**src/logic/tube_pkg.sv**
```systemverilog
package tube_pkg;

    // width of the value shown on the tubes
    localparam int ISA_WIDTH  = 32;

    // number of tube positions, position 0 is the rightmost one
    localparam int NUM_DIGITS = 8;

    // one decimal digit as it travels down the pipeline
    typedef logic [3:0] digit_t;

    // scan position
    typedef logic [2:0] pos_t;

    // segment pattern, active low, a at bit 0 up to g at bit 6
    typedef logic [6:0] seg_t;

    // position enable, active low, bit i drives position i
    typedef logic [NUM_DIGITS-1:0] enable_t;

    // all segments dark
    localparam seg_t SEG_BLANK = 7'b111_1111;

    // one displayed frame
    // bcd view: digit i goes to position i (decimal mode)
    // raw view: bit i goes to position i (binary mode)
    typedef union packed {
        digit_t [NUM_DIGITS-1:0] bcd;
        logic   [ISA_WIDTH-1:0]  raw;
    } frame_u;

endpackage
```
**src/logic/seven_seg_unit.sv**
```systemverilog
module seven_seg_unit #(
    parameter int DELAY_PERIOD = 100000 // 1 ms scan step at 100 MHz
) (
    input  logic                           clk_tube,
    input  logic                           rst_n,
    input  logic [tube_pkg::ISA_WIDTH-1:0] display_value,
    input  logic                           switch_enable,
    input  logic                           input_enable,
    output tube_pkg::seg_t                 seg_tube,
    output tube_pkg::enable_t              seg_enable
);

    import tube_pkg::*;

    logic   scan_tick;
    frame_u frame;
    logic   frame_bin;
    logic   frame_load;
    digit_t digit;
    pos_t   position;
    logic   lit;
    logic   step;

    refresh_tick #(
        .DELAY_PERIOD (DELAY_PERIOD)
    ) refresh_tick_i (
        .clk_tube  (clk_tube),
        .rst_n     (rst_n),
        .scan_tick (scan_tick)
    );

    digit_converter digit_converter_i (
        .clk_tube      (clk_tube),
        .rst_n         (rst_n),
        .display_value (display_value),
        .switch_enable (switch_enable),
        .frame         (frame),
        .frame_bin     (frame_bin),
        .frame_load    (frame_load)
    );

    digit_scanner digit_scanner_i (
        .clk_tube     (clk_tube),
        .rst_n        (rst_n),
        .scan_tick    (scan_tick),
        .input_enable (input_enable),
        .frame        (frame),
        .frame_bin    (frame_bin),
        .frame_load   (frame_load),
        .digit        (digit),
        .position     (position),
        .lit          (lit),
        .step         (step)
    );

    segment_encoder segment_encoder_i (
        .clk_tube   (clk_tube),
        .rst_n      (rst_n),
        .digit      (digit),
        .position   (position),
        .lit        (lit),
        .step       (step),
        .seg_tube   (seg_tube),
        .seg_enable (seg_enable)
    );

endmodule

```
**src/logic/segment_encoder.sv**
```systemverilog
module segment_encoder (
    input  logic              clk_tube,
    input  logic              rst_n,
    input  tube_pkg::digit_t  digit,
    input  tube_pkg::pos_t    position,
    input  logic              lit,
    input  logic              step,
    output tube_pkg::seg_t    seg_tube,
    output tube_pkg::enable_t seg_enable
);

    import tube_pkg::*;

    seg_t    glyph;
    enable_t pos_mask;

    always_comb begin
        case (digit)
            4'd0:    glyph = 7'b100_0000;
            4'd1:    glyph = 7'b111_1001;
            4'd2:    glyph = 7'b010_0100;
            4'd3:    glyph = 7'b011_0000;
            4'd4:    glyph = 7'b001_1001;
            4'd5:    glyph = 7'b001_0010;
            4'd6:    glyph = 7'b000_0010;
            4'd7:    glyph = 7'b111_1000;
            4'd8:    glyph = 7'b000_0000;
            4'd9:    glyph = 7'b001_0000;
            default: glyph = SEG_BLANK; // no hex digits on this display
        endcase
    end

    always_comb begin
        pos_mask           = '1;
        pos_mask[position] = 1'b0; // only the scanned tube pulled low
    end

    always_ff @(posedge clk_tube or negedge rst_n) begin
        if (!rst_n) begin
            seg_tube   <= SEG_BLANK;
            seg_enable <= '1;
        end else if (step) begin
            if (lit) begin
                seg_tube   <= glyph;
                seg_enable <= pos_mask;
            end else begin
                seg_tube   <= SEG_BLANK;
                seg_enable <= '1;
            end
        end
    end

endmodule

```
**src/logic/digit_scanner.sv**
```systemverilog
module digit_scanner (
    input  logic              clk_tube,
    input  logic              rst_n,
    input  logic              scan_tick,
    input  logic              input_enable,
    input  tube_pkg::frame_u  frame,
    input  logic              frame_bin,
    input  logic              frame_load,
    output tube_pkg::digit_t  digit,
    output tube_pkg::pos_t    position,
    output logic              lit,
    output logic              step
);

    import tube_pkg::*;

    frame_u                held_frame;
    logic                  held_bin;
    pos_t                  next_pos;
    digit_t                next_digit;
    logic                  next_lit;
    logic [NUM_DIGITS-1:0] lead_nz; // bit i set when digit i or a higher one is nonzero

    always_comb begin : leading_scan
        logic seen;
        seen = 1'b0;
        for (int i = NUM_DIGITS - 1; i >= 0; i--) begin
            seen       = seen | (held_frame.bcd[i] != 4'd0);
            lead_nz[i] = seen;
        end
    end

    assign next_pos = position + 3'd1; // wraps from 7 to 0

    always_comb begin
        if (held_bin) begin
            next_digit = {3'b000, held_frame.raw[next_pos]};
        end else begin
            next_digit = held_frame.bcd[next_pos];
        end
    end

    // rightmost tube stays lit even for an all-zero value
    assign next_lit = input_enable && (held_bin || (next_pos == 3'd0) || lead_nz[next_pos]);

    always_ff @(posedge clk_tube or negedge rst_n) begin
        if (!rst_n) begin
            held_frame <= '0;
            held_bin   <= 1'b0;
            position   <= '0;
            lit        <= 1'b0;
            step       <= 1'b0;
        end else begin
            if (frame_load) begin
                held_frame <= frame;
                held_bin   <= frame_bin;
            end
            step <= scan_tick;
            if (scan_tick) begin
                position <= next_pos;
                lit      <= next_lit;
            end
        end
    end

    always_ff @(posedge clk_tube) begin
        if (scan_tick) begin
            digit <= next_digit;
        end
    end

endmodule

```
**src/logic/digit_converter.sv**
```systemverilog
module digit_converter (
    input  logic                           clk_tube,
    input  logic                           rst_n,
    input  logic [tube_pkg::ISA_WIDTH-1:0] display_value,
    input  logic                           switch_enable,
    output tube_pkg::frame_u               frame,
    output logic                           frame_bin,
    output logic                           frame_load
);

    import tube_pkg::*;

    localparam int BCD_WIDTH = 40; // ten digits cover any 32-bit value
    localparam int CNT_WIDTH = $clog2(ISA_WIDTH + 1);

    logic [ISA_WIDTH-1:0] snap_value;
    logic                 snap_bin;
    logic                 busy;
    logic [CNT_WIDTH-1:0] bit_cnt;
    logic [ISA_WIDTH-1:0] shift_reg;
    logic [BCD_WIDTH-1:0] bcd_acc;
    logic [BCD_WIDTH-1:0] bcd_adj;
    logic                 start;
    logic                 done;

    // add three to every nibble that has reached five
    function automatic logic [BCD_WIDTH-1:0] add_three(input logic [BCD_WIDTH-1:0] acc);
        logic [BCD_WIDTH-1:0] result;
        result = acc;
        for (int i = 0; i < BCD_WIDTH / 4; i++) begin
            if (result[4*i +: 4] >= 4'd5) begin
                result[4*i +: 4] = result[4*i +: 4] + 4'd3;
            end
        end
        return result;
    endfunction

    assign bcd_adj = add_three(bcd_acc);

    // retried every idle cycle, so a change seen while busy is picked up later
    assign start = !busy && ((display_value != snap_value) || (switch_enable != snap_bin));
    assign done  = busy && (bit_cnt == CNT_WIDTH'(ISA_WIDTH));

    always_ff @(posedge clk_tube or negedge rst_n) begin
        if (!rst_n) begin
            snap_value <= '0;
            snap_bin   <= 1'b0;
            busy       <= 1'b0;
            bit_cnt    <= '0;
            frame_load <= 1'b0;
            frame_bin  <= 1'b0;
        end else begin
            frame_load <= 1'b0;
            if (start) begin
                snap_value <= display_value;
                snap_bin   <= switch_enable;
                bit_cnt    <= '0;
                busy       <= !switch_enable; // binary frames need no conversion
                if (switch_enable) begin
                    frame_load <= 1'b1;
                    frame_bin  <= 1'b1;
                end
            end else if (done) begin
                busy       <= 1'b0;
                frame_load <= 1'b1;
                frame_bin  <= 1'b0;
            end else if (busy) begin
                bit_cnt <= bit_cnt + 1'b1;
            end
        end
    end

    always_ff @(posedge clk_tube) begin
        if (start) begin
            shift_reg <= display_value;
            bcd_acc   <= '0;
            if (switch_enable) begin
                frame.raw <= display_value;
            end
        end else if (done) begin
            frame.bcd <= bcd_acc[NUM_DIGITS*4-1:0]; // low eight digits, i.e. mod 10^8
        end else if (busy) begin
            bcd_acc   <= {bcd_adj[BCD_WIDTH-2:0], shift_reg[ISA_WIDTH-1]}; // msb first
            shift_reg <= shift_reg << 1;
        end
    end

endmodule

```
**src/logic/refresh_tick.sv**
```systemverilog
module refresh_tick #(
    parameter int DELAY_PERIOD = 100000
) (
    input  logic clk_tube,
    input  logic rst_n,
    output logic scan_tick
);

    localparam int CNT_WIDTH = (DELAY_PERIOD > 1) ? $clog2(DELAY_PERIOD) : 1;

    logic [CNT_WIDTH-1:0] tick_cnt;
    logic                 wrap;

    assign wrap = (tick_cnt == CNT_WIDTH'(DELAY_PERIOD - 1));

    always_ff @(posedge clk_tube or negedge rst_n) begin
        if (!rst_n) begin
            tick_cnt  <= '0;
            scan_tick <= 1'b0;
        end else begin
            if (wrap) begin
                tick_cnt <= '0;
            end else begin
                tick_cnt <= tick_cnt + 1'b1;
            end
            scan_tick <= wrap; // one cycle wide, once per period
        end
    end

endmodule

```
**config.mk**
```make
export PLATFORM = sky130hd
export DESIGN_NAME = seven_seg_unit
export DESIGN_NICKNAME = d
export VERILOG_FILES = /design/src/logic/tube_pkg.sv /design/src/logic/seven_seg_unit.sv /design/src/logic/segment_encoder.sv /design/src/logic/digit_scanner.sv /design/src/logic/digit_converter.sv /design/src/logic/refresh_tick.sv
export SDC_FILE = /design/constraint.sdc
export NUM_CORES = 1
export LEC_CHECK = 0
export ABC_AREA = 1
export BUFFER_PORTS_ARGS = -buffer_cell sky130_fd_sc_hd__clkbuf_2
export CAP_MARGIN = 30
export CELL_PAD_IN_SITES_DETAIL_PLACEMENT = 1
export CELL_PAD_IN_SITES_GLOBAL_PLACEMENT = 1
export CORE_MARGIN = 2
export CORE_UTILIZATION = 49
export CTS_BUF_LIST = sky130_fd_sc_hd__clkbuf_8
export CTS_CLUSTER_SIZE = 16
export DETAILED_ROUTE_END_ITERATION = 6
export PLACE_DENSITY = 0.9
export RECOVER_POWER = 25
export SYNTH_ARGS = -nofsm -noshare
export SYNTH_HDL_FRONTEND = slang
export SYNTH_SLANG_ARGS = --single-unit
```
**constraint.sdc**
```tcl
create_clock -name clk_tube -period 5.1 [get_ports clk_tube]
set_clock_uncertainty 0.2 [all_clocks]
set_input_delay 0.765 -clock clk_tube [delete_from_list [all_inputs] [get_ports clk_tube]]
set_output_delay 0.765 -clock clk_tube [all_outputs]
set_load 0.01 [all_outputs]
```
==> impl_metrics.env <==
export IMPL_n_antenna_cell=0
export IMPL_seq_area_frac_synth_pct=53.5
export IMPL_ios=51
export IMPL_critPathKind="input pin to async pin"
export IMPL_cts_tree="built"
export IMPL_htree_levels=2
export IMPL_hpwl_um=18000
export IMPL_synth_area_um2=10300
export IMPL_fmax_mhz=275
export IMPL_wl_per_cell_um=18.2
export IMPL_worst_setup_path_end_kind="async pin"
export IMPL_synthCells=1196
export IMPL_yosysWarnings=0
export IMPL_grt_pass1_wl_um=46800
export IMPL_grt_pass1_vias=9005
export IMPL_drtAntennaViolNets=0
export IMPL_via_per_inst=5.40
export IMPL_synthTopCellsByArea="dfrtp_1 (24%), edfxtp_1 (20%), o21ai_0 (9.5%)"
export IMPL_fillCellCount=2476
export IMPL_cp_max_fo=52
export IMPL_clkSlewWorstSetupHoldPaths_ps=60
export IMPL_dieArea_um2=22300
export IMPL_cts_root_buf="clkbuf_8"
export IMPL_power_total_mw=5.82
export IMPL_place_ws_ps=1290
export IMPL_startpoint_type="input pin"
export IMPL_drt_first_pass_iters=5
export IMPL_crit_slowest_cell="clkbuf_1"
export IMPL_die_y_um=149
export IMPL_drc_errors=0
export IMPL_cts_buffers=39
export IMPL_drt_iter0_markers=575
export IMPL_hp_start="digit_converter_i.frame[25]"
export IMPL_synth_top_area_share_pct=23.7
export IMPL_finalHoldViolCount=0
export IMPL_worstSkewPairLatency_ps=540
export IMPL_synth_cell_types=34
export IMPL_syn_avg_cell_area_um2=8.65
export IMPL_worst_hold_path_type="register to register"
export IMPL_p_leak_nw=5.34
export IMPL_antenna_found_initial=0
export IMPL_synthFlopType="dfrtp_1"
export IMPL_nets=1313
export IMPL_grt_max_degree=75
export IMPL_critPathMaxStageDelay_ps=1990
export IMPL_async_reset_ff_share_pct=53.1
export IMPL_drive_above_1_share_pct=10.9
export IMPL_place_congestion=0.808
export IMPL_worst_endpoint_required_ps=4940
export IMPL_post_cts_setup_buffer_count=0
export IMPL_period_share_pct=71.4
export IMPL_timing_final_ws_setup_ps=1460
export IMPL_ctsHoldBuffers=1
export IMPL_period_needed_ps=3640
export IMPL_slew_headroom_pct=-85.9
export IMPL_p_per_area_nw_per_um2=507
export IMPL_tightest_slew_ps=2790
export IMPL_crit_chain="dlygate4sd3_1, clkbuf_1, clkbuf_1"
export IMPL_cts_resized=0
export IMPL_synth_nets=1258
export IMPL_synth_commonest_cells="nand2_1 (250), o21ai_0 (196), inv_1 (155)"
export IMPL_status="finished with violations"
export IMPL_core_um2=20900
export IMPL_violations="max-capacitance violations, max-slew violations"
export IMPL_crit_arrival_ps=3480
export IMPL_synth_top_area_cell="dfrtp_1"
export IMPL_maxCapViolCount=2
export IMPL_clkSinkCount=213
export IMPL_holdWs_ps=255
export IMPL_crit_start="rst_n"
export IMPL_port_buffers=50
export IMPL_area_growth_pct=11.1
export IMPL_slew_viol_final=116
export IMPL_tns_ps=0
export IMPL_yosys_register_bits=213
export IMPL_rows=53
export IMPL_grt_total_usage_pct=26.4
export IMPL_wl_um=28300
export IMPL_cts_max_path_buffers=3
export IMPL_r2r_start="digit_converter_i.snap_value[23]"
export IMPL_vdd_drop_max_mv=0.296
export IMPL_vias=8404
export IMPL_setup_viol=0
export IMPL_synth_edff_count=68
export IMPL_worst_path_most_repeated_cell="clkbuf_1"
export IMPL_die_w_um=149
export IMPL_grt_setup_unrepaired="false"
export IMPL_overflow=0
export IMPL_yosysMostFrequentCell="nand2_1"
export IMPL_start_util_pct=49.5
-- critical path, delay by kind of cell --
kind / cells / cell delay, ps
buffers and inverters: 3 / 2670
-- cell usage in the layout (no fill, tap or decap), drive strengths merged, types with 2 or more instances in the layout --
cell	n
nand4	11
clkinv	12
a31o	2
dfrtp	98
nand3	20
o21ai	196
nand3b	2
buf	9
nor2	107
a21oi	64
inv	166
edfxtp	68
dfstp	15
clkbuf	98
xor2	25
a221oi	6
o31ai	6
mux2	4
nor3	18
xnor2	21
nor4	6
ha	26
nand2	252
or2	8
o211ai	5
dfxtp	32
-- report_power, final --
part           internal, mW  switching (mW)
clock                 0.817           0.731
sequential             2.26           0.349
combinational         0.603            1.06
-- final timing paths --
check / endpoint / slack [ps] / cells after the start
worst max-delay path: refresh_tick_i.tick_cnt[2] / 1460 / 3
worst min-delay path: digit_scanner_i.held_frame[25] / 260 / 2
worst max register to register: digit_converter_i.frame[12] / 1630 / 10
worst min register to register: digit_scanner_i.held_frame[25] / 260 / 2
max in group clk_tube: digit_converter_i.frame[12] / 1630 / 10
min in group asynchronous: segment_encoder_i.seg_enable[2] / 590 / 2
-- metrics by stage --
| stage | std cells | utilization [%] | area (um2) |
|---|---|---|---|
| floorplan | 1196 | - | 10300 |
| global placement | 1483 | 51.5 | 10800 |
| detailed placement | 1484 | 51.5 | 10800 |
| CTS | 1555 | 55.1 | 11500 |
| global route | 1555 | 55.0 | 11500 |
| finish | 1555 | 55.0 | 11500 |
-- logic make-up (layout without fill, tap and decap cells) --
logic type / count (synthesis) / count (layout) / synth area share (%)
AO/OA/AOI/OAI: 280 / 280 / 14.2
XOR/XNOR: 46 / 46 / 3.90
adder cells (fa/ha/maj): 26 / 26 / 3.15
buffers and inverters: 203 / 287 / 8.21
flip-flops: 213 / 213 / 53.5
multiplexers: 4 / 4 / 0.435
AND/OR/NAND/NOR: 424 / 424 / 16.7
-- layer usage --
| metal | vias to the layer above | global-route usage [%] | share of wire, % |
|---|---|---|---|
| li1 | 4011 | - | - |
| met1 | 4096 | 32.9 | 42 |
| met2 | 234 | 46.6 | 50 |
| met3 | 63 | 4.53 | 5.0 |
| met4 | 0 | 8.81 | 3.1 |
| met5 | - | 0 | 0 |
-- area by class of cell --
| type | count | area (um2) | share of cell area [%] |
|---|---|---|---|
| inverters | 155 | 582 | 5.06 |
| clock inverters | 24 | 97.6 | 0.849 |
| clock buffers | 46 | 633 | 5.51 |
| repair buffers | 62 | 342 | 2.97 |
| well taps | 275 | 344 | 2.99 |
| flip-flops and latches | 213 | 5530 | 48.1 |
| multi-input cells | 780 | 3970 | 34.5 |
Power figures use the tool's default switching activity.
